`config.mk`:
```
export PLATFORM = sky130hd
export DESIGN_NAME = req_queue
export DESIGN_NICKNAME = d
export VERILOG_FILES = /design/src/source/cache_pkg.sv /design/src/source/req_queue.sv
export VERILOG_INCLUDE_DIRS = /design/src /design/src/source
export SDC_FILE = /design/constraint.sdc
export NUM_CORES = 1
export LEC_CHECK = 0
export ABC_AREA = 1
export BUFFER_PORTS_ARGS = -buffer_cell sky130_fd_sc_hd__buf_2
export CAP_MARGIN = 0
export CORE_UTILIZATION = 60
export DETAILED_ROUTE_END_ITERATION = 8
export PLACE_DENSITY = 0.93
export SETUP_SLACK_MARGIN = 0.1
export SYNTH_ARGS = -nofsm -noshare
export SYNTH_HDL_FRONTEND = slang
export SYNTH_SLANG_ARGS = --single-unit
```
`constraint.sdc`:
```
create_clock -name clk_i -period 6.8 [get_ports clk_i]
set_input_delay 1.36 -clock clk_i [delete_from_list [all_inputs] [get_ports clk_i]]
set_output_delay 1.36 -clock clk_i [all_outputs]
set_load 0.05 [all_outputs]
```
`src/source/cache_consts.svh`:
```
`ifndef CACHE_CONSTS_SVH
`define CACHE_CONSTS_SVH

// Word address splits into tag, set index and word offset
`define CACHE_ADR_W      24
`define CACHE_DATA_W     32
`define CACHE_TAG_W      16
`define CACHE_IDX_W      6    // 64 sets
`define CACHE_OFS_W      2    // 4 words per line

`define CACHE_QDEPTH_LOG 2    // 4 queued requests

`endif

```
`src/source/cache_pkg.sv`:
```
`include "cache_consts.svh"

package cache_pkg;

  typedef struct packed {
    logic                     we;
    logic [`CACHE_ADR_W-1:0]  adr;
    logic [`CACHE_DATA_W-1:0] wdata;
    logic [3:0]               sel;
  } cache_req_t;

  typedef struct packed {
    logic                           valid;
    logic                           dirty;  // One bit for the whole line
    logic                           lru;    // Set on the way to evict next
    logic [`CACHE_TAG_W-1:0]        tag;
    logic [3:0][`CACHE_DATA_W-1:0]  data;
  } cache_line_t;

  typedef enum logic [2:0] {
    CMD_NONE,
    CMD_LOAD,
    CMD_APPLY_HIT,
    CMD_SET_TAG,
    CMD_FILL_WORD,
    CMD_CLEAR_VALID
  } ctrl_cmd_e;

  typedef enum logic [1:0] {
    STAT_ACCESS = 2'd0,
    STAT_FILL   = 2'd1,
    STAT_WB     = 2'd2
  } stat_sel_e;

endpackage

```
`src/source/req_queue.sv`:
```
`timescale 1ns/10ps
`include "cache_consts.svh"

module req_queue import cache_pkg::*; (
  input  logic       clk_i,
  input  logic       rst_i,
  input  logic       push_i,
  input  cache_req_t push_data_i,
  output logic       full_o,
  input  logic       pop_i,
  output cache_req_t head_o,
  output logic       empty_o
);

  localparam int LOG = `CACHE_QDEPTH_LOG;

  cache_req_t   entries [1 << LOG];
  logic [LOG:0] wr_ptr;               // Top bit is the wrap flag
  logic [LOG:0] rd_ptr;

  assign empty_o = (wr_ptr == rd_ptr);
  assign full_o  = (wr_ptr[LOG] != rd_ptr[LOG]) &&
                   (wr_ptr[LOG-1:0] == rd_ptr[LOG-1:0]);
  assign head_o  = entries[rd_ptr[LOG-1:0]];

  always_ff @(posedge clk_i)
  begin
    if (push_i && !full_o)
      entries[wr_ptr[LOG-1:0]] <= push_data_i;
  end

  always_ff @(posedge clk_i or posedge rst_i)
  begin
    if (rst_i)
    begin
      wr_ptr <= '0;
      rd_ptr <= '0;
    end
    else
    begin
      if (push_i && !full_o)
        wr_ptr <= wr_ptr + 1'b1;
      if (pop_i && !empty_o)
        rd_ptr <= rd_ptr + 1'b1;
    end
  end

endmodule

```
==> results.cfg <==
[synthesis]
ys.flop_type = edfxtp_1
synthCells = 652
synth_top_family_by_area = compound AO/OA/AOI/OAI gates
synthArstFlopShare_pct = 2.40
synthTopCellsByArea = edfxtp_1 77%, o21ai_0 5.9%, nor2_1 4.9%
yosysSeqAreaShare_pct = 78.4
synth_top_area_share_pct = 76.8
muxShareOfSynthArea_pct = 0
synth_compound_area_share_pct = 10.4
synthAdderAreaFrac_pct = 0.656
synth_nets = 722
synth_cell_types = 23
avgSynthCellArea_um2 = 14.6
synth-simple-area-share_pct = 6.59
synth_edf_count = 244
syn_area_um2 = 9540
yosysTopAreaCell = edfxtp_1
synth_xor_area_share_pct = 0.380
synth_most_common_cell = edfxtp_1
ys_warn_count = 0
synth_common_cells = 244 x edfxtp_1, 125 x nor2_1, 112 x o21ai_0
synth.ff_latch_count = 250

[route]
routed_wl_um = 20100
routedWlPerCell_um = 20.1
ant_nets = 0
drt_iter0_markers = 590
drc = 0
via_per_inst = 5.91
num_vias = 5898
first_pass_iters = 5

[floorplan]
initial_utilization_pct = 62.1
ios = 128
num_rows = 45
die_w_um = 128
core_area_um2 = 15400
die-area_um2 = 16400
die_y_um = 128

[sta]
hold_viol = 0
setup_slack_ns = 2.43
setup_viol = 0
relSlewSlack_pct = 19.0
slew_viol_final = 0
worstMarginPinSlew_ns = 1.22
rsz0062_at_grt = false
fin_crit_ns = 4.37
worst_hold_slack_ns = 0.552
setup_tns_ns = 0
fmax_mhz = 229
fin_crit_sh_pct = 64.2
finalClockSkew_ns = 0.00517

[clocking]
cts_resized = 0
h-tree-depth = 1
postCtsSetupBuffers = 0
clock_path_buffers = 3
clock_sinks = 250
hold_buffers = 0
clkLatencyLatePin_ns = 0.51
clock-root-buffer = clkbuf_16
cts_tree = yes
cts_buffers = 24
clkSlewWorstSetupHoldPaths_ns = 0.06

[setup_path]
cp.required_ns = 5.44
crit_fanout = 65
arrival_ns = 3.01
cp-start-kind = register
crit_path_end_kind = output port
path_class = reg -> out

[global_routing]
grt_max_degree = 126
grt_usage_pct = 24.8
grt-ovfl-total = 0
antenna_found_initial = 5
grt_pass1_wl_um = 30600
grt_pass1_vias = 5860

[placed_design]
gp_congestion = 0.767
dpl.cell_count = 955
pre_cts_slack_ns = 2.82
dp_hpwl_um = 11500
portBuffers = 127

[finish]
nets = 840
layout-drive-gt1-share_pct = 21.8
instances_no_fill = 998
area_delta_synth_final_pct = 14.4

[worst_hold_path]
hp-class = reg -> reg

[flow_run]
drv_cap = 0

[outcome]
status = completed
[worst max-delay path: stages (launching register included)]
cell and delay (ns):
dfrtp_2 1.08, clkinv_4 0.65, nand2_1 0.23, nand2_2 0.10
nand3_2 0.13, inv_1 0.07, buf_2 0.21
[state kept, by name, summed over array words and instances (netlist names)]
name,count
wr_ptr,3
entries,244
rd_ptr,3
[logic make-up after synthesis]
family / count (synthesis)
xor gates and xnor gates: 2
and+or+nand+nor: 158
DFF: 250
buffers and inverters: 54
adders and majority gates: 5
AOI/OAI and AO/OA: 183
[path summary, 6_finish.rpt]
| kind | end | start | cells after the start | slack [ns] |
|---|---|---|---|---|
| max | empty_o | rd_ptr[1] | 6 | 2.43 |
| min | wr_ptr[2] | wr_ptr[2] | 2 | 0.55 |
| max reg2reg | entries[2][44] | rd_ptr[1] | 7 | 2.84 |
| min reg2reg | wr_ptr[2] | wr_ptr[2] | 2 | 0.55 |
| max in group asynchronous | rd_ptr[0] | rst_i | 2 | 5.79 |
| min in group asynchronous | rd_ptr[1] | rst_i | 2 | 0.77 |
[cell usage in the layout (no fill, tap or decap), types with 2 or more instances in the layout]
master / synthesis / layout
edfxtp_1: 244 / 244
buf_2: 2 / 127
nor2_1: 125 / 122
o21ai_0: 112 / 112
o22ai_1: 61 / 61
clkbuf_16: 0 / 25
nand2_1: 22 / 22
inv_1: 12 / 11
o21ai_1: 10 / 10
clkbuf_1: 15 / 9
clkinv_1: 0 / 7
nand3_1: 6 / 6
ha_1: 5 / 5
buf_4: 6 / 5
dfrtp_1: 6 / 4
nand2_2: 3 / 3
nor2_4: 0 / 3
diode_2: 0 / 2
[final cells by class]
type	count	area, µm²
diodes	2	5.00
well taps	211	264
clock inverters	7	26.3
clock buffers	34	659
inverters	14	62.6
flip-flops and latches	250	7480
repair buffers	132	673
fillers	921	4460
multi-input cells	348	1740
[metrics by stage]
step	util, %	area (µm²)
CTS	71.0	10900
detailed placement	66.5	10200
global route	71.0	10900
global placement	66.5	10200
finish	71.0	10900
floorplan	-	9540
[metal layers]
metal / routed length (µm) / track usage [%] / vias up / share of wire, %
met5: 22 / 0 / - / 0.11
met4: 520 / 10.5 / 4 / 2.6
met3: 1780 / 5.76 / 57 / 8.8
met2: 9960 / 39.7 / 321 / 50
met1: 7820 / 33.0 / 2849 / 39
li1: - / - / 2667 / -
Power is left out: the tool's default activity adds up to more than one toggle a clock period on the data nets, which glitch-free logic cannot reach.
