$ cat config.mk
export PLATFORM = sky130hd
export DESIGN_NAME = line_path_flat
export DESIGN_NICKNAME = d
export VERILOG_FILES = /design/src/source/cache_pkg.sv /design/src/source/way_if.sv /design/src/source/line_path.sv /design/src/flat_wrapper.sv
export VERILOG_INCLUDE_DIRS = /design/src /design/src/source
export SDC_FILE = /design/constraint.sdc
export NUM_CORES = 1
export LEC_CHECK = 0
export ABC_AREA = 1
export BUFFER_PORTS_ARGS = -buffer_cell sky130_fd_sc_hd__buf_2
export CAP_MARGIN = 10
export CELL_PAD_IN_SITES_DETAIL_PLACEMENT = 2
export CELL_PAD_IN_SITES_GLOBAL_PLACEMENT = 2
export CORE_MARGIN = 5
export CORE_UTILIZATION = 23
export CTS_CLUSTER_DIAMETER = 100
export CTS_CLUSTER_SIZE = 25
export DETAILED_ROUTE_END_ITERATION = 8
export GPL_TIMING_DRIVEN = 0
export MAX_ROUTING_LAYER = met4
export PLACE_DENSITY_LB_ADDON = 0.1
export SLEW_MARGIN = 15
export SYNTH_ARGS = -nofsm -noshare
export SYNTH_HDL_FRONTEND = slang
export SYNTH_SLANG_ARGS = --single-unit
$ cat constraint.sdc
create_clock -name clk_i -period 1.6 [get_ports clk_i]
set_input_delay 0.08 -clock clk_i [delete_from_list [all_inputs] [get_ports clk_i]]
set_output_delay 0.08 -clock clk_i [all_outputs]
set_load 0.02 [all_outputs]
$ cat src/source/cache_consts.svh
`ifndef CACHE_CONSTS_SVH
`define CACHE_CONSTS_SVH

// Word address splits into tag, set index and word offset
`define CACHE_ADR_W      24
`define CACHE_DATA_W     32
`define CACHE_TAG_W      16
`define CACHE_IDX_W      6    // 64 sets
`define CACHE_OFS_W      2    // 4 words per line

`define CACHE_QDEPTH_LOG 2    // 4 queued requests

`endif

$ cat src/source/cache_pkg.sv
`include "cache_consts.svh"

package cache_pkg;

  typedef struct packed {
    logic                     we;
    logic [`CACHE_ADR_W-1:0]  adr;
    logic [`CACHE_DATA_W-1:0] wdata;
    logic [3:0]               sel;
  } cache_req_t;

  typedef struct packed {
    logic                           valid;
    logic                           dirty;  // One bit for the whole line
    logic                           lru;    // Set on the way to evict next
    logic [`CACHE_TAG_W-1:0]        tag;
    logic [3:0][`CACHE_DATA_W-1:0]  data;
  } cache_line_t;

  typedef enum logic [2:0] {
    CMD_NONE,
    CMD_LOAD,
    CMD_APPLY_HIT,
    CMD_SET_TAG,
    CMD_FILL_WORD,
    CMD_CLEAR_VALID
  } ctrl_cmd_e;

  typedef enum logic [1:0] {
    STAT_ACCESS = 2'd0,
    STAT_FILL   = 2'd1,
    STAT_WB     = 2'd2
  } stat_sel_e;

endpackage

$ cat src/source/way_if.sv
`timescale 1ns/10ps
`include "cache_consts.svh"

interface way_if import cache_pkg::*; ();

  logic [`CACHE_IDX_W-1:0] adr;
  logic                    we;
  cache_line_t             wline;
  cache_line_t             rline;   // Registered, one cycle after adr

  modport mem (
    input  adr, we, wline,
    output rline
  );

  modport user (
    output adr, we, wline,
    input  rline
  );

endinterface

$ cat src/source/line_path.sv
`timescale 1ns/10ps
`include "cache_consts.svh"

module line_path import cache_pkg::*; (
  input  logic                     clk_i,
  input  logic                     rst_i,
  way_if.user                      way0,
  way_if.user                      way1,
  input  ctrl_cmd_e                cmd_i,
  input  logic [`CACHE_IDX_W-1:0]  init_idx_i,
  input  logic [`CACHE_DATA_W-1:0] fill_word_i,
  input  logic [`CACHE_OFS_W-1:0]  fill_ofs_i,
  input  cache_req_t               req_i,
  output logic                     hit_o,
  output logic                     victim_dirty_o,
  output logic [`CACHE_TAG_W-1:0]  victim_tag_o,
  output logic [`CACHE_DATA_W-1:0] victim_word_o,
  input  logic [`CACHE_OFS_W-1:0]  wb_ofs_i,
  output logic [`CACHE_DATA_W-1:0] rd_word_o,
  input  logic                     write_i
);

  logic [`CACHE_TAG_W-1:0] req_tag;
  logic [`CACHE_IDX_W-1:0] req_idx;
  logic [`CACHE_OFS_W-1:0] req_ofs;
  logic [`CACHE_IDX_W-1:0] set_adr;
  logic [1:0]              way_hit;
  cache_line_t             lines_q [2];
  cache_line_t             lines_d [2];
  logic                    hit_q;
  logic                    hit_way_q;
  logic                    victim_q;

  assign req_tag = req_i.adr[`CACHE_ADR_W-1 -: `CACHE_TAG_W];
  assign req_idx = req_i.adr[`CACHE_OFS_W +: `CACHE_IDX_W];
  assign req_ofs = req_i.adr[`CACHE_OFS_W-1:0];

  assign way_hit[0] = way0.rline.valid && (way0.rline.tag == req_tag);
  assign way_hit[1] = way1.rline.valid && (way1.rline.tag == req_tag);

  // ********************************************************************
  // Next line contents, written to both ways when write_i is high
  // ********************************************************************
  always_comb
  begin
    lines_d = lines_q;
    case (cmd_i)
      CMD_LOAD:
      begin
        lines_d[0] = way0.rline;
        lines_d[1] = way1.rline;
      end
      CMD_APPLY_HIT:
      begin
        lines_d[hit_way_q].lru  = 1'b0;
        lines_d[~hit_way_q].lru = 1'b1;
        if (req_i.we)
        begin
          for (int b = 0; b < 4; b++)
            if (req_i.sel[b])
              lines_d[hit_way_q].data[req_ofs][8*b +: 8] = req_i.wdata[8*b +: 8];
          lines_d[hit_way_q].dirty = 1'b1;
        end
      end
      CMD_SET_TAG:
      begin
        lines_d[victim_q].tag   = req_tag;
        lines_d[victim_q].valid = 1'b0;
        lines_d[victim_q].dirty = 1'b0;
      end
      CMD_FILL_WORD:
      begin
        lines_d[victim_q].data[fill_ofs_i] = fill_word_i;
        lines_d[victim_q].valid = 1'b1;
        lines_d[victim_q].dirty = 1'b0;
      end
      CMD_CLEAR_VALID:
      begin
        lines_d[0] = '0;
        lines_d[1] = '0;
      end
      default:
      begin
        lines_d = lines_q;
      end
    endcase
  end

  always_ff @(posedge clk_i)
  begin
    lines_q <= lines_d;
  end

  always_ff @(posedge clk_i or posedge rst_i)
  begin
    if (rst_i)
    begin
      hit_q     <= 1'b0;
      hit_way_q <= 1'b0;
      victim_q  <= 1'b0;
    end
    else if (cmd_i == CMD_LOAD)
    begin
      hit_q     <= |way_hit;
      hit_way_q <= way_hit[1];
      victim_q  <= way1.rline.lru;    // Way 0 unless way 1 is older
    end
  end

  assign hit_o          = hit_q;
  assign victim_dirty_o = lines_q[victim_q].valid && lines_q[victim_q].dirty;
  assign victim_tag_o   = lines_q[victim_q].tag;
  assign victim_word_o  = lines_q[victim_q].data[wb_ofs_i];
  assign rd_word_o      = lines_q[hit_way_q].data[req_ofs];

  assign set_adr     = (cmd_i == CMD_CLEAR_VALID) ? init_idx_i : req_idx;
  assign way0.adr    = set_adr;
  assign way1.adr    = set_adr;
  assign way0.we     = write_i;
  assign way1.we     = write_i;
  assign way0.wline  = lines_d[0];
  assign way1.wline  = lines_d[1];

endmodule

$ cat src/flat_wrapper.sv
// flat-port wrapper written by rule: the top's interface ports become plain ports
module line_path_flat import cache_pkg::*;
  (clk_i, rst_i, cmd_i, init_idx_i, fill_word_i, fill_ofs_i, req_i, hit_o, victim_dirty_o, victim_tag_o, victim_word_o, wb_ofs_i, rd_word_o, write_i, way0_adr, way0_we, way0_wline, way0_rline, way1_adr, way1_we, way1_wline, way1_rline);
  way_if way0_i ();
  way_if way1_i ();
  input  logic clk_i;
  input  logic rst_i;
  input  ctrl_cmd_e cmd_i;
  input  logic [`CACHE_IDX_W-1:0] init_idx_i;
  input  logic [`CACHE_DATA_W-1:0] fill_word_i;
  input  logic [`CACHE_OFS_W-1:0] fill_ofs_i;
  input  cache_req_t req_i;
  output logic hit_o;
  output logic victim_dirty_o;
  output logic [`CACHE_TAG_W-1:0] victim_tag_o;
  output logic [`CACHE_DATA_W-1:0] victim_word_o;
  input  logic [`CACHE_OFS_W-1:0] wb_ofs_i;
  output logic [`CACHE_DATA_W-1:0] rd_word_o;
  input  logic write_i;
  output wire logic [$bits(way0_i.adr)-1:0] way0_adr;
  output wire logic [$bits(way0_i.we)-1:0] way0_we;
  output wire logic [$bits(way0_i.wline)-1:0] way0_wline;
  input wire logic [$bits(way0_i.rline)-1:0] way0_rline;
  output wire logic [$bits(way1_i.adr)-1:0] way1_adr;
  output wire logic [$bits(way1_i.we)-1:0] way1_we;
  output wire logic [$bits(way1_i.wline)-1:0] way1_wline;
  input wire logic [$bits(way1_i.rline)-1:0] way1_rline;
  assign way0_adr = way0_i.adr;
  assign way0_we = way0_i.we;
  assign way0_wline = way0_i.wline;
  assign way0_i.rline = way0_rline;
  assign way1_adr = way1_i.adr;
  assign way1_we = way1_i.we;
  assign way1_wline = way1_i.wline;
  assign way1_i.rline = way1_rline;
  line_path u_core (.clk_i(clk_i), .rst_i(rst_i), .way0(way0_i), .way1(way1_i), .cmd_i(cmd_i), .init_idx_i(init_idx_i), .fill_word_i(fill_word_i), .fill_ofs_i(fill_ofs_i), .req_i(req_i), .hit_o(hit_o), .victim_dirty_o(victim_dirty_o), .victim_tag_o(victim_tag_o), .victim_word_o(victim_word_o), .wb_ofs_i(wb_ofs_i), .rd_word_o(rd_word_o), .write_i(write_i));
endmodule
==> results list <==
* Run status: finished with violations
- The final reports fail on hold timing, capacitance limit, slew limit, setup timing.
* Crit path launch type: input port
- The die covers about 97000 µm².
- At the worst endpoint, the required time is 1.52 ns.
* Total gr overflow: 0
- The finished layout holds 5777 standard cells, fillers aside.
- At the end of routability-driven placement, the weighted congestion stood at around 1.
- Fraction of the yosys area taken by sequential cells: about 29%
- Die boundary width: approximately 310 µm
- Cell types with the highest counts after synthesis: sky130_fd_sc_hd__nand2_1 (635), sky130_fd_sc_hd__inv_1 (356), sky130_fd_sc_hd__o21ai_0 (352), sky130_fd_sc_hd__a21oi_1 (308), sky130_fd_sc_hd__dfxtp_1 (294)
- The number of cells on the worst reg-to-reg path is 8.
* Final setup violation count: roughly 670
* Count of final hold-check violations: 1
- The min-delay analysis places its worst path in the category input port to flip-flop.
- Pins over their slew limit: 10
- The critical path in this run is classified as input port to output port.
* Wire length of the first global-routing pass: about 300000 µm
* Half-perimeter wire length after detailed placement: roughly 160000 µm
- Number of global-route vias before repair: 34180
- The region available for standard cell placement spans about 90000 µm².
* Post-Synthesis Net Count: between 3000 and 4000
- The routed layout has approximately 34000 vias.
- Setup repair after global routing missed its margin: true
* Row count: 110
- Summed over all cells, the static leakage comes to about 17 nW.
* DRC violations left: 0
- Entering global routing, the biggest net connects 21 pins.
- The largest total area in the synthesized netlist belongs to sky130_fd_sc_hd__dfxtp_1.
* Kind of cell adding the most delay to the critical path: buffers and inverters
- Clock-pin slew reported for the worst setup and hold paths after clock tree synthesis: 0.10 ns
- Across all hold checks on the routed design, the worst slack comes to -0.0009042 ns.
- TritonCTS built the clock tree.
- Flip-flop cell with the highest count after synthesis: sky130_fd_sc_hd__dfxtp_1
- Endpoint of the worst hold path: u_core.lines_q[281]
- Post-layout min period: approximately 2.9 ns
- Portion of the clock cycle consumed by the worst path in the final layout: 178.5%
* Num CTS Buffers: 27
- Layout Area Growth over Synthesis: 81.09%
- The net count of the finished layout is between 4000 and 5000.
- Yosys warnings: 0
- The most critical setup path has its startpoint at cmd_i[2].
- For this design the ratio of total power to cell area is ~950 nW/µm².
- The largest individual stage delay along the critical path comes from the cell sky130_fd_sc_hd__clkbuf_1.
- Cells with a size suffix above 1 make up 35.76% of the layout.
* #FFs+latches synth: a little under 300
- Clock root buffer: sky130_fd_sc_hd__clkbuf_16
* Number of design-rule violations left by the first detailed-router iteration: 4265
- PnR worst setup slack: -1.255 ns
* Max-capacitance violation count: 1
* Startpoint of the worst hold path: cmd_i[1]
* Critical Path Max Stage Delay: about 1.1 ns
* Worst-Margin Slew: between 1.5 and 2 ns
- The worst-case IR drop observed on VDD is about 0.85 mV.
* Share of synthesized registers carrying an async set or reset: between 1 and 1.5%
* Number of clock sinks seen by CTS: around 300
* Reg-to-reg critical path endpoint: u_core.lines_q[270]
* Vias per Instance: about 5.9
- STA puts the critical path data arrival time at 2.78 ns.
- Across every metal layer, demand over resource in global routing totals between 40% and 50%.
* Buffer and inverter count on the worst path: 6
* Number of H-tree levels: 1
* Number of antenna violations at the first check in global routing: 28
* Synth top area cells: sky130_fd_sc_hd__dfxtp_1 (28%), sky130_fd_sc_hd__nand2_1 (11%), sky130_fd_sc_hd__o21ai_0 (8.5%)
- Number of unique standard cell types used by synthesis: 44
- In this run the worst path has a maximum fanout of 10.
* Longest Clk Path Bufs: 3
- The synthesized design contains 0 enable-type register cells.
- Y dimension of the die: about 310 µm
- Largest clock skew in the final design: between 0.02 and 0.025 ns
* Cell-by-cell trace of the critical path: buf_2 > inv_2 > nand2_1 > inv_1 > nand2_1 > buf_2 > clkbuf_1 > a21oi_1 > o21ai_0 > nand3_2 > buf_4
- Per-instance average area after synthesis: around 6.5 µm²
- Starting Density: 23.14%
- The first detailed-routing pass took 5 iterations.
- In this run the critical register-to-register path is launched from u_core.victim_q.
- For this design the top-level I/O count stands at 793.
- Synthesis produced between 3000 and 4000 cells.
- Max transition margin: -0.09843%
* Post-Route Utilization: 41.90%
* Worst-case setup slack after placement: -1.600 ns
* Worst setup slack for register-to-register paths: -0.48 ns
* Fraction of post-synthesis cell area in the top cell type by area: approximately 28%
- STA classifies the critical path endpoint as an output port.
* Achievable frequency: about 350 MHz
* Summed instance area of the synthesized netlist: 20800 µm²
- The number of placed instances, taps included, is slightly above 5000.
* Antenna-violating nets left: 0
- After detailed routing, the total wire length is approximately 220000 µm.
- In the final routed layout, each cell accounts on average for 38.84 µm.
- Number of buffer cells added on primary ports: roughly 790
- Skew-Pair Late Insertion Delay: approximately 0.64 ns
* Cell depth of the worst hold path: 5
- Cell with the most instances after synthesis: sky130_fd_sc_hd__nand2_1
-- logic make-up after synthesis --
| family | after synthesis | synth area share (%) |
|---|---|---|
| simple gates | 1134 | 25.49 |
| compound gates | 1133 | 32.15 |
| buf+inv | 614 | 13.04 |
| flops | 297 | 28.66 |
| xor+xnor | 8 | 0.3369 |
| mux | 6 | 0.3249 |
-- placed cells by master, fill, tap and decap left out, types with 16 or more instances in the layout --
cell type / instances
sky130_fd_sc_hd__a31oi_4: 19
sky130_fd_sc_hd__nand2_1: 586
sky130_fd_sc_hd__clkbuf_16: 51
sky130_fd_sc_hd__clkbuf_2: 16
sky130_fd_sc_hd__clkbuf_1: 29
sky130_fd_sc_hd__o211ai_1: 97
sky130_fd_sc_hd__nand3_1: 128
sky130_fd_sc_hd__buf_2: 623
sky130_fd_sc_hd__nand3_2: 99
sky130_fd_sc_hd__o21ai_1: 171
sky130_fd_sc_hd__buf_6: 171
sky130_fd_sc_hd__diode_2: 21
sky130_fd_sc_hd__a21oi_2: 27
sky130_fd_sc_hd__buf_12: 51
sky130_fd_sc_hd__o221ai_1: 16
sky130_fd_sc_hd__inv_1: 356
sky130_fd_sc_hd__a22oi_1: 171
sky130_fd_sc_hd__o21ai_0: 155
sky130_fd_sc_hd__nor2_4: 31
sky130_fd_sc_hd__o22ai_1: 62
sky130_fd_sc_hd__buf_8: 21
sky130_fd_sc_hd__dlygate4sd3_1: 418
sky130_fd_sc_hd__nor2_1: 63
sky130_fd_sc_hd__nor2_2: 31
sky130_fd_sc_hd__nand2_2: 35
sky130_fd_sc_hd__a22oi_2: 23
sky130_fd_sc_hd__nand4_1: 33
sky130_fd_sc_hd__dfxtp_1: 294
sky130_fd_sc_hd__a21oi_1: 274
sky130_fd_sc_hd__o21ai_2: 61
sky130_fd_sc_hd__nand2_4: 31
sky130_fd_sc_hd__nand3b_1: 65
sky130_fd_sc_hd__buf_4: 187
-- worst max-delay path by stage --
stage | end | slack [ns] | depth (start not counted)
detailed placement | victim_word_o[28] | -1.60 | 7
floorplan | u_core.lines_q[275] | -0.16 | 6
global route | way0_wline[21] | -1.24 | 11
global placement | victim_word_o[28] | -1.62 | 7
CTS | victim_word_o[20] | -1.07 | 10
finish | way0_wline[21] | -1.26 | 11
-- where the power goes --
| part | total [mW] | switching, mW | internal [mW] |
|---|---|---|---|
| Combinational | 17.5 | 11.5 | 6.05 |
| Clock | 8.31 | 4.26 | 4.04 |
| Sequential | 9.85 | 1.25 | 8.60 |
-- what timing repair did --
| action | in CTS | in global routing |
|---|---|---|
| hold buffers | 418 | 0 |
| gates resized for setup | 849 | 416 |
| pin swaps | 101 | 88 |
| gates cloned | 17 | 14 |
| setup buffers | 51 | 52 |
| endpoints found under the setup margin | 674 | 669 |
| hold endpoints to repair | 298 | 0 |
-- flip-flops by register name (all words and copies together), names as in the netlist --
signal,count
u_core.lines_q,294
u_core.hit_o,1
u_core.hit_way_q,1
u_core.victim_q,1
-- area by class of cell --
| type | count | area (µm²) |
|---|---|---|
| Fill cell | 10340 | 52210 |
| Multi-Input combinational cell | 2281 | 14440 |
| Timing Repair Buffer | 1338 | 10750 |
| Sequential cell | 297 | 5963 |
| Buffer | 235 | 2464 |
| Inverter | 378 | 1484 |
| Tap cell | 1176 | 1471 |
| Clock buffer | 29 | 703.2 |
| Clock inverter | 21 | 325.3 |
| Antenna cell | 21 | 52.55 |
| Timing Repair inverter | 1 | 8.758 |
-- metal layers --
metal	global-route usage (%)	up-vias	routed length, µm
met3	11.73	575	24360
li1	-	13880	-
met1	54.25	17000	87550
met5	-	-	0
met4	17.88	0	13470
met2	68.05	2397	99000
-- worst min-delay path, stage by stage --
cell                       delay [ns]
sky130_fd_sc_hd__buf_2           0.12
sky130_fd_sc_hd__a21oi_1         0.12
sky130_fd_sc_hd__nand2_4         0.13
sky130_fd_sc_hd__nand2_1         0.06
sky130_fd_sc_hd__o221ai_1        0.09
-- stage by stage --
stage / area (µm²) / power, mW / TNS (ns)
after floorplan: 21450 / 15.82 / -3.179
after global placement: 26870 / 22.47 / -623.83
after detailed placement: 26870 / 22.55 / -626.05
after CTS: 35590 / 33.74 / -393.44
after global routing: 37650 / 36.17 / -450.08
final: 37660 / 35.69 / -445.25
Note: power is estimated with default switching activity, not from simulation.
