$ cat config.mk
export PLATFORM = sky130hd
export DESIGN_NAME = cache_ctrl_flat
export DESIGN_NICKNAME = d
export VERILOG_FILES = /design/src/source/cache_pkg.sv /design/src/source/mem_bus_if.sv /design/src/source/cache_ctrl.sv /design/src/flat_wrapper.sv
export VERILOG_INCLUDE_DIRS = /design/src /design/src/source
export SDC_FILE = /design/constraint.sdc
export NUM_CORES = 1
export LEC_CHECK = 0
export ABC_AREA = 1
export CORE_AREA = 10 10 80 82
export DETAILED_ROUTE_END_ITERATION = 8
export DIE_AREA = 0 0 90 92
export DONT_BUFFER_PORTS = 1
export GPL_ROUTABILITY_DRIVEN = 0
export GPL_TIMING_DRIVEN = 0
export PLACE_DENSITY = 0.41
export SLEW_MARGIN = 0
export SYNTH_ARGS = -nofsm -noshare
export SYNTH_HDL_FRONTEND = slang
export SYNTH_SLANG_ARGS = --single-unit
export TNS_END_PERCENT = 1
$ cat constraint.sdc
create_clock -name clk_i -period 1.28 [get_ports clk_i]
set_input_delay 0.256 -clock clk_i [delete_from_list [all_inputs] [get_ports clk_i]]
set_output_delay 0.256 -clock clk_i [all_outputs]
set_load 0.02 [all_outputs]
$ cat src/source/cache_consts.svh
`ifndef CACHE_CONSTS_SVH
`define CACHE_CONSTS_SVH

// Word address splits into tag, set index and word offset
`define CACHE_ADR_W      24
`define CACHE_DATA_W     32
`define CACHE_TAG_W      16
`define CACHE_IDX_W      6    // 64 sets
`define CACHE_OFS_W      2    // 4 words per line

`define CACHE_QDEPTH_LOG 2    // 4 queued requests

`endif

$ cat src/source/cache_pkg.sv
`include "cache_consts.svh"

package cache_pkg;

  typedef struct packed {
    logic                     we;
    logic [`CACHE_ADR_W-1:0]  adr;
    logic [`CACHE_DATA_W-1:0] wdata;
    logic [3:0]               sel;
  } cache_req_t;

  typedef struct packed {
    logic                           valid;
    logic                           dirty;  // One bit for the whole line
    logic                           lru;    // Set on the way to evict next
    logic [`CACHE_TAG_W-1:0]        tag;
    logic [3:0][`CACHE_DATA_W-1:0]  data;
  } cache_line_t;

  typedef enum logic [2:0] {
    CMD_NONE,
    CMD_LOAD,
    CMD_APPLY_HIT,
    CMD_SET_TAG,
    CMD_FILL_WORD,
    CMD_CLEAR_VALID
  } ctrl_cmd_e;

  typedef enum logic [1:0] {
    STAT_ACCESS = 2'd0,
    STAT_FILL   = 2'd1,
    STAT_WB     = 2'd2
  } stat_sel_e;

endpackage

$ cat src/source/mem_bus_if.sv
`timescale 1ns/10ps
`include "cache_consts.svh"

interface mem_bus_if ();

  logic                     cyc;
  logic                     we;
  logic [`CACHE_ADR_W-1:0]  adr;
  logic [`CACHE_DATA_W-1:0] wdata;
  logic [`CACHE_DATA_W-1:0] rdata;
  logic                     ack;    // Beat done when cyc and ack

  modport master (
    output cyc, we, adr, wdata,
    input  rdata, ack
  );

  modport slave (
    input  cyc, we, adr, wdata,
    output rdata, ack
  );

endinterface

$ cat src/source/cache_ctrl.sv
`timescale 1ns/10ps
`include "cache_consts.svh"

module cache_ctrl import cache_pkg::*; (
  input  logic                     clk_i,
  input  logic                     rst_i,
  output logic                     pop_o,
  input  logic                     empty_i,
  input  cache_req_t               head_i,
  output ctrl_cmd_e                cmd_o,
  output logic [`CACHE_IDX_W-1:0]  init_idx_o,
  output logic [`CACHE_OFS_W-1:0]  fill_ofs_o,
  output logic [`CACHE_OFS_W-1:0]  wb_ofs_o,
  output logic                     write_o,
  input  logic                     hit_i,
  input  logic                     victim_dirty_i,
  input  logic [`CACHE_TAG_W-1:0]  victim_tag_i,
  input  logic [`CACHE_DATA_W-1:0] victim_word_i,
  mem_bus_if.master                mem,
  output logic                     ready_en_o,
  output logic                     ctrl_idle_o,
  output logic                     done_o,
  output logic                     done_read_o,
  output logic                     ev_access_o,
  output logic                     ev_fill_o,
  output logic                     ev_wb_o
);

  typedef enum logic [2:0] {
    S_INIT, S_IDLE, S_LOOKUP, S_COMPARE, S_HIT, S_WB, S_FILL, S_REFILL
  } state_e;

  state_e                  state;
  state_e                  state_next;
  logic [`CACHE_IDX_W-1:0] init_idx;
  logic [`CACHE_OFS_W-1:0] beat;
  logic [`CACHE_TAG_W-1:0] req_tag;
  logic [`CACHE_IDX_W-1:0] req_idx;

  assign req_tag = head_i.adr[`CACHE_ADR_W-1 -: `CACHE_TAG_W];
  assign req_idx = head_i.adr[`CACHE_OFS_W +: `CACHE_IDX_W];

  assign init_idx_o  = init_idx;
  assign fill_ofs_o  = beat;
  assign wb_ofs_o    = beat;
  assign ready_en_o  = (state != S_INIT);
  assign ctrl_idle_o = (state == S_IDLE);
  assign done_read_o = !head_i.we;

  always_ff @(posedge clk_i or posedge rst_i)
  begin
    if (rst_i)
    begin
      state    <= S_INIT;
      init_idx <= '0;
      beat     <= '0;
    end
    else
    begin
      state <= state_next;
      if (state == S_INIT)
        init_idx <= init_idx + 1'b1;
      if (mem.cyc && mem.ack)
        beat <= beat + 1'b1;          // Wraps to 0 after the last beat
    end
  end

  // ********************************************************************
  // Next state, line commands and memory bus
  // ********************************************************************
  always_comb
  begin
    state_next  = state;
    cmd_o       = CMD_NONE;
    write_o     = 1'b0;
    pop_o       = 1'b0;
    done_o      = 1'b0;
    ev_access_o = 1'b0;
    ev_fill_o   = 1'b0;
    ev_wb_o     = 1'b0;
    mem.cyc     = 1'b0;
    mem.we      = 1'b0;
    mem.adr     = {req_tag, req_idx, beat};
    mem.wdata   = victim_word_i;
    case (state)
      S_INIT:
      begin
        cmd_o   = CMD_CLEAR_VALID;
        write_o = 1'b1;
        if (init_idx == '1)
          state_next = S_IDLE;
      end
      S_IDLE:
      begin
        if (!empty_i)
          state_next = S_LOOKUP;
      end
      S_LOOKUP:
        state_next = S_COMPARE;       // Way RAM read
      S_COMPARE:
      begin
        cmd_o      = CMD_LOAD;
        state_next = S_HIT;
      end
      S_HIT:
      begin
        if (hit_i)
        begin
          cmd_o       = CMD_APPLY_HIT;
          write_o     = 1'b1;
          pop_o       = 1'b1;
          done_o      = 1'b1;
          ev_access_o = 1'b1;
          state_next  = S_IDLE;
        end
        else if (victim_dirty_i)
          state_next = S_WB;
        else
        begin
          cmd_o      = CMD_SET_TAG;
          state_next = S_FILL;
        end
      end
      S_WB:
      begin
        mem.cyc = 1'b1;
        mem.we  = 1'b1;
        mem.adr = {victim_tag_i, req_idx, beat};
        if (mem.ack && beat == '1)
        begin
          cmd_o      = CMD_SET_TAG;   // Old tag no longer needed
          ev_wb_o    = 1'b1;
          state_next = S_FILL;
        end
      end
      S_FILL:
      begin
        mem.cyc = 1'b1;
        if (mem.ack)
        begin
          cmd_o = CMD_FILL_WORD;
          if (beat == '1)
          begin
            ev_fill_o  = 1'b1;
            state_next = S_REFILL;
          end
        end
      end
      S_REFILL:
      begin
        write_o    = 1'b1;
        state_next = S_LOOKUP;        // Replay as a hit
      end
      default:
        state_next = S_IDLE;
    endcase
  end

endmodule

$ cat src/flat_wrapper.sv
// flat-port wrapper written by rule: the top's interface ports become plain ports
module cache_ctrl_flat import cache_pkg::*;
  (clk_i, rst_i, pop_o, empty_i, head_i, cmd_o, init_idx_o, fill_ofs_o, wb_ofs_o, write_o, hit_i, victim_dirty_i, victim_tag_i, victim_word_i, ready_en_o, ctrl_idle_o, done_o, done_read_o, ev_access_o, ev_fill_o, ev_wb_o, mem_cyc, mem_we, mem_adr, mem_wdata, mem_rdata, mem_ack);
  mem_bus_if mem_i ();
  input  logic clk_i;
  input  logic rst_i;
  output logic pop_o;
  input  logic empty_i;
  input  cache_req_t head_i;
  output ctrl_cmd_e cmd_o;
  output logic [`CACHE_IDX_W-1:0] init_idx_o;
  output logic [`CACHE_OFS_W-1:0] fill_ofs_o;
  output logic [`CACHE_OFS_W-1:0] wb_ofs_o;
  output logic write_o;
  input  logic hit_i;
  input  logic victim_dirty_i;
  input  logic [`CACHE_TAG_W-1:0] victim_tag_i;
  input  logic [`CACHE_DATA_W-1:0] victim_word_i;
  output logic ready_en_o;
  output logic ctrl_idle_o;
  output logic done_o;
  output logic done_read_o;
  output logic ev_access_o;
  output logic ev_fill_o;
  output logic ev_wb_o;
  output wire logic [$bits(mem_i.cyc)-1:0] mem_cyc;
  output wire logic [$bits(mem_i.we)-1:0] mem_we;
  output wire logic [$bits(mem_i.adr)-1:0] mem_adr;
  output wire logic [$bits(mem_i.wdata)-1:0] mem_wdata;
  input wire logic [$bits(mem_i.rdata)-1:0] mem_rdata;
  input wire logic [$bits(mem_i.ack)-1:0] mem_ack;
  assign mem_cyc = mem_i.cyc;
  assign mem_we = mem_i.we;
  assign mem_adr = mem_i.adr;
  assign mem_wdata = mem_i.wdata;
  assign mem_i.rdata = mem_rdata;
  assign mem_i.ack = mem_ack;
  cache_ctrl u_core (.clk_i(clk_i), .rst_i(rst_i), .pop_o(pop_o), .empty_i(empty_i), .head_i(head_i), .cmd_o(cmd_o), .init_idx_o(init_idx_o), .fill_ofs_o(fill_ofs_o), .wb_ofs_o(wb_ofs_o), .write_o(write_o), .hit_i(hit_i), .victim_dirty_i(victim_dirty_i), .victim_tag_i(victim_tag_i), .victim_word_i(victim_word_i), .mem(mem_i), .ready_en_o(ready_en_o), .ctrl_idle_o(ctrl_idle_o), .done_o(done_o), .done_read_o(done_read_o), .ev_access_o(ev_access_o), .ev_fill_o(ev_fill_o), .ev_wb_o(ev_wb_o));
endmodule
==> results of run 1 <==
==> report_power, final <==
group | switching [W] | internal (W) | leakage, nW
clock | 0.000138 | 0.000219 | 0.0228
combinational | 0.00143 | 0.000727 | 0.620
sequential | 0.000393 | 0.000526 | 0.130
==> placed cells by master, fill, tap and decap left out, drive strengths merged, types with 2 or more instances in the layout <==
master,count
nand2,78
xnor2,3
nor2,11
xor2,3
clkbuf,5
o21ai,3
buf,50
inv,11
dfrtp,11
ha,2
nand3,8
==> routing by layer <==
metal / vias up / routed length, um / GRT usage, %
met5: - / 0 / 0
met4: 0 / 16 / 1.989
met3: 2 / 872 / 9.046
met2: 107 / 2166 / 16.77
met1: 485 / 1911 / 11.08
li1: 542 / - / -
==> flip-flops by register name, summed over array words and instances (netlist names) <==
signal             flops
u_core.fill_ofs_o      2
u_core.init_idx_o      6
u_core.state           3
==> critical path, delay by kind of cell, from the launching register on <==
kind / cells / cell delay, ps
flops: 1 / 470
compound gates: 1 / 470
simple gates: 2 / 160
buf+inv: 1 / 60
==> logic make-up after synthesis <==
family,count (synthesis),synth area share [%]
AND/OR/NAND/NOR,98,34.38
XOR/XNOR,6,4.273
AO/OA/AOI/OAI,8,4.477
flip-flops,11,22.38
adder cells (fa/ha/maj),2,2.034
buffers and inverters,59,32.45
==> what timing repair did <==
item	CTS	global route
gates resized for setup	22	10
endpoints found under the hold margin	11	0
hold buffers	1	0
setup endpoints to repair	34	36
buffers inserted	4	0
pin swaps	4	4
==> final cells by class <==
cell class              count  area share [%]
well taps                  70           5.705
inverters                  12           3.423
repair buffers              5           2.608
diodes                      1          0.1630
clock buffers               4           2.934
plain buffers              47           23.80
flip-flops and latches     11           18.42
multi-input cells         114           42.95
==> stage by stage <==
stage               power [W]  std cells
floorplan            0.002572        184
global route         0.003724        263
detailed placement   0.002934        254
global placement     0.002934        254
CTS                  0.003462        263
finish               0.003438        264
==> worst paths after layout <==
check | cells past startpoint | slack [ps] | start | end
worst max-delay path | 4 | -380 | u_core.state[0]$_DFFE_PP0P_ | cmd_o[0]
worst min-delay path | 2 | 160 | mem_ack | u_core.fill_ofs_o[1]$_DFFE_PP0P_
worst max register to register | 7 | -120 | u_core.fill_ofs_o[0]$_DFFE_PP0P_ | u_core.state[0]$_DFFE_PP0P_
worst min register to register | 1 | 580 | u_core.init_idx_o[0]$_DFFE_PP0N_ | u_core.init_idx_o[0]$_DFFE_PP0N_
max in group asynchronous | 2 | 490 | rst_i | u_core.fill_ofs_o[0]$_DFFE_PP0P_
min in group asynchronous | 2 | 460 | rst_i | u_core.init_idx_o[5]$_DFFE_PP0N_
==> key figures, run 1 <==
Outcome
  • Status: complete, but fails checks
  • Failing checks: setup timing

STA
  • Rel. slew slack: between 60% and 70%
  • Setup Skew: 4.861 ps
  • Fin crit share: 129.7%
  • Hold Fails Final Rpt: 0
  • Hold WS: between 150 and 200 ps
  • RSZ-0062 raised after global routing: true
  • Sum of negative setup slack: -7675 ps
  • Final max-slew violation count: 0
  • Peak Freq: 0.6024 GHz
  • Worst-Margin Slew: around 530 ps
  • Setup ws final: -380.0 ps
  • Minimum clock period: 1660 ps
  • # setup viols final: 32

Worst setup path
  • CP Launch Type: register
  • CP Class: register to output port
  • Biggest cell delay along the critical path: 470 ps
  • Crit path top cell by count: nand2_1
  • CP max FO: 6
  • Crit-path cells: inv_2 > nand2_1 > nand2_1 > o211ai_1
  • CP endpoint kind: output port
  • Critical Path RT: approximately 1000 ps
  • Worst Path Arrival: 1400 ps
  • CP max-delay cell: dfrtp_2

Die
  • Cell Rows: 26
  • Ports: about 230
  • Initial Util: 25.04%
  • Chip Width: roughly 90 um
  • DIE HEIGHT: slightly above 90 um
  • Die ar.: just over 8000 sq um
  • Core area: between 4000 and 5000 sq um

Placement
  • Dpl hpwl: between 4000 and 5000 um
  • Port Buffers: 0
  • Dpl cell area: 1368 sq um
  • DP Worst Slack: -278.9 ps

Routing
  • Drt drc: 0
  • Routed length per instance: 18.81 um
  • 1st-pass router iterations: 4
  • Total number of vias: 1136
  • Initial DRC Count: 33
  • Vias per cell: roughly 4.3
  • Final WL: 4967 um
  • Antenna viol nets, final: 0

Logic synthesis
  • Biggest area consumer among synthesized cells: buf_4
  • Register area share after synthesis: 22.38%
  • Top cells by area, synth: buf_4 27%, nand2_1 23%, dfrtp_1 22%
  • Commonest cells post-synth: 75 x nand2_1, 45 x buf_4, 11 x dfrtp_1
  • Synthesized area per cell: around 6.7 sq um
  • Yosys reg bits: 11
  • Synthesis warning total: 0
  • Synth top area share: 27.47%
  • Post-synth EDFFs: 0
  • Ys async rst share: 100.0%
  • Post-Syn Instances: 184
  • Post-synth top flop: dfrtp_1
  • Yosys cell types: 26
  • Netlist Area Pre-Place: 1230 sq um
  • Count leader, synth: nand2_1
  • Total nets after synthesis: ~330

Final layout
  • FF+latch area: 282.8 sq um
  • Post-route design area: about 1500 sq um
  • Share of cells above drive strength 1: between 50% and 60%
  • Layout Nets: 343
  • Multi-input gate area: ~660 sq um
  • P&R area growth vs syn: 24.82%
  • Final Util: 31.25%
  • Fillers: 535

Flow run
  • Max-cap viol count: 0

Clock network
  • CTS sink cnt: 11
  • CTS tree: done
  • Root Driver: clkbuf_8
  • Max clock buf depth: 2
  • CTS buffer count: 3
  • # H-tree levels: 1
  • Clock Latency Late Sink: ~240 ps
  • Clock-pin slew on the worst setup and hold paths: ~50 ps

Power and ir drop
  • Worst VDD drop: 619.6 uV
  • Pwr dens: between 2000 and 2500 nW/um^2
  • Leakage power: roughly 0.77 nW

Global routing
  • Global-route usage over all layers: roughly 11%
  • GRT overflow: 0
  • Initial antenna violation count: 1
  • Vias in the first global route: between 1000 and 1500
  • First-pass GRT wire length: roughly 7000 um
  • Largest net degree at the start of global routing: 12

Worst hold path
  • Hold Crit Class: input port to register
No activity file was read; power rests on OpenSTA's default activity.
==> run 2, diff against run 1 <==
CORE_AREA = 2 2 88 90   (was 10 10 80 82)
GPL_TIMING_DRIVEN = not set   (was 0)
PLACE_DENSITY = 0.31   (was 0.41)
clock period = 2 ns   (was 1.28 ns; I/O delays follow)
==> key figures, run 2 (synthesis results as in run 1) <==
Global routing
  • GRT overflow: 0 (unchanged)
  • First-pass GRT wire length: 6023 um (-15%)
  • Vias in the first global route: 938 (-27%)
  • Global-route usage over all layers: 9.948% (-0.83 points)
  • Largest net degree at the start of global routing: 19 (+7)
  • Initial antenna violation count: 0 (-1)

STA
  • Worst-Margin Slew: 445.5 ps (-86.90 ps)
  • # setup viols final: 0 (-100%)
  • Minimum clock period: between 1500 and 2000 ps
  • RSZ-0062 raised after global routing: false
  • Setup Skew: 0.4987 ps (-4.362 ps)
  • Fin crit share: roughly 94%
  • Peak Freq: between 0.5 and 0.6 GHz
  • Final max-slew violation count: 0 (unchanged)
  • Rel. slew slack: 70.27% (+5.9 points)
  • Sum of negative setup slack: 0 ps (+7675 ps)
  • Hold Fails Final Rpt: 0 (unchanged)

Worst setup path
  • R2r setup slk: 540 ps (+660 ps)
  • CP max FO: 18 (+12)
  • CP Class: register to output port
  • Worst Path Arrival: 1480 ps (+80 ps)
  • Reg2Reg Depth: 8 (+1)
  • CP endpoint kind: output port
  • CP Launch Type: register
  • Critical R2R Capture: u_core.state[0]$_DFFE_PP0P_
  • Reg2Reg Launch Point: u_core.state[1]$_DFFE_PP0P_
  • CP max-delay cell: dfrtp_1
  • Critical Path RT: 1600 ps (+580 ps)
  • Biggest cell delay along the critical path: 450 ps (-20 ps)
  • Crit-path cells: inv_2 > nand3_4 > inv_2 > buf_4 > nand2_1 > nand2_1

Flow run
  • Max-cap viol count: 0 (unchanged)

Clock network
  • Hold_buf cts: 0 (-1)
  • # H-tree levels: 1 (unchanged)
  • Post-CTS Setup Bufs: 0 (-4)
  • Clock Latency Late Sink: 240 ps (about the same)
  • Clock-pin slew on the worst setup and hold paths: 50 ps (about the same)
  • Root Driver: clkbuf_8
  • CTS sink cnt: 11 (unchanged)
  • CTS buffer count: 3 (unchanged)
  • CTS tree: done
  • Max clock buf depth: 2 (unchanged)
  • Post-cts sizing count: 0 (-100%)

Final layout
  • Most frequent cells in the layout: 75 x nand2_1, 11 x buf_4, 11 x dfrtp_1
  • Share of cells above drive strength 1: 18.42% (-35 points)
  • Finished Layout Cells: 254 (-3.8%)
  • Diodes inserted: 0 (-1)
  • Layout Nets: 302 (-12%)
  • P&R area growth vs syn: -7.833%
  • Most common cell after layout, fill and taps aside: nand2_1
  • Max reg flops: 6 (unchanged)
  • Fillers: 879 (+64%)

Die
  • Core area: 7447 sq um (+52%)
  • Chip Width: 90 um (unchanged)
  • DIE HEIGHT: 92 um (unchanged)
  • Cell Rows: 32 (+23%)
  • Die ar.: 8280 sq um (unchanged)
  • Initial Util: 16.52% (-8.5 points)
  • Ports: 227 (unchanged)

Power and ir drop
  • Pwr dens: 1718 nW/um^2 (-23%)
  • Worst VDD drop: 290.1 uV (-53%)
  • Seq pwr share: 26.8% (about the same)
  • Switching Share: 57.19% (about the same)
  • Internal power: 0.0008341 W (-43%)
  • Comb power frac: 61.4% (-1.5 points)
  • NetSw: 0.001114 W (-43%)
  • Leakage power: 0.5787 nW (-25%)
  • Clk pwr share: 11.8% (+1.4 points)

Routing
  • Final WL: 4151 um (-16%)
  • Initial DRC Count: 61 (+85%)
  • Total number of vias: 966 (-15%)
  • Routed length per instance: 16.34 um (-13%)
  • Vias per cell: 3.803 (-12%)
  • Antenna viol nets, final: 0 (unchanged)
  • Drt drc: 0 (unchanged)
  • 1st-pass router iterations: 2 (-2)

Outcome
  • Status: complete, no violations

Placement
  • Dpl hpwl: 3646 um (-18%)
  • Port Buffers: 0 (unchanged)
  • Cell count after placement: 250 (-1.6%)

Worst hold path
  • Hold Crit Class: input port to async pin
[run 2: changes by cell type in the layout (fill, tap and decap cells not counted), sizes merged]
cell and change:
diode -1, clkbuf -1, dlygate4sd3 -1, inv +1, buf -39, clkinv -1
[run 2: per-layer routing]
metal | track usage, % | up-vias | wire [um]
met2 | 13.91 | 83 | 1542
li1 | - | 459 | -
met4 | 3.333 | 0 | 85
met1 | 7.835 | 408 | 1204
met3 | 13.72 | 16 | 1319
met5 | 0 | - | 0
[run 2: power by group through the flow]
stage	logic, W	registers, W	clock network [W]
2_1_floorplan	0.00107	0.000523	0
3_3_place_gp	0.00122	0.000526	0
3_5_place_dp	0.00122	0.000523	0
4_1_cts	0.00122	0.000521	0.000235
5_1_grt	0.00134	0.000547	0.000250
6_report	0.00120	0.000521	0.000230
[run 2: per-stage QoR]
| stage | hold WS, ps | area, sq um | total power, W | utilization (%) | setup slack, ps |
|---|---|---|---|---|---|
| after global routing | 96.43 | 1134 | 0.002138 | 15.22 | 24.46 |
| after CTS | 81.58 | 1131 | 0.001977 | 15.19 | 51.76 |
| after detailed placement | 338.0 | 1086 | 0.001742 | 14.58 | 331.8 |
| after global placement | 328.5 | 1086 | 0.001747 | 14.58 | 308.7 |
| final | 49.85 | 1134 | 0.001948 | 15.22 | 124.1 |
| after floorplan | 252.4 | 1230 | 0.001590 | - | 176.5 |
[run 2: critical path: cells and delay by family (launching register included)]
family | cells | cell delay, ps
simple gates | 3 | 340
flops | 1 | 450
buf+inv | 3 | 430
[run 2: worst max-delay path by stage]
stage / from / depth (start not counted) / to
after floorplan: u_core.state[0]$_DFFE_PP0P_ / 5 / write_o
after global placement: u_core.state[0]$_DFFE_PP0P_ / 6 / write_o
after detailed placement: u_core.state[0]$_DFFE_PP0P_ / 6 / write_o
after CTS: u_core.state[0]$_DFFE_PP0P_ / 6 / write_o
after global routing: u_core.state[1]$_DFFE_PP0P_ / 6 / mem_adr[17]
final: u_core.state[1]$_DFFE_PP0P_ / 6 / mem_adr[17]
[run 2: cell type report]
cell class | instances | area, sq um | area share [%]
multi-input combinational | 114 | 558.0 | 49.23
clock buffer | 4 | 45.04 | 3.974
inverter | 12 | 45.04 | 3.974
sequential | 11 | 275.3 | 24.28
timing repair buffer | 11 | 82.58 | 7.285
tap | 102 | 127.6 | 11.26
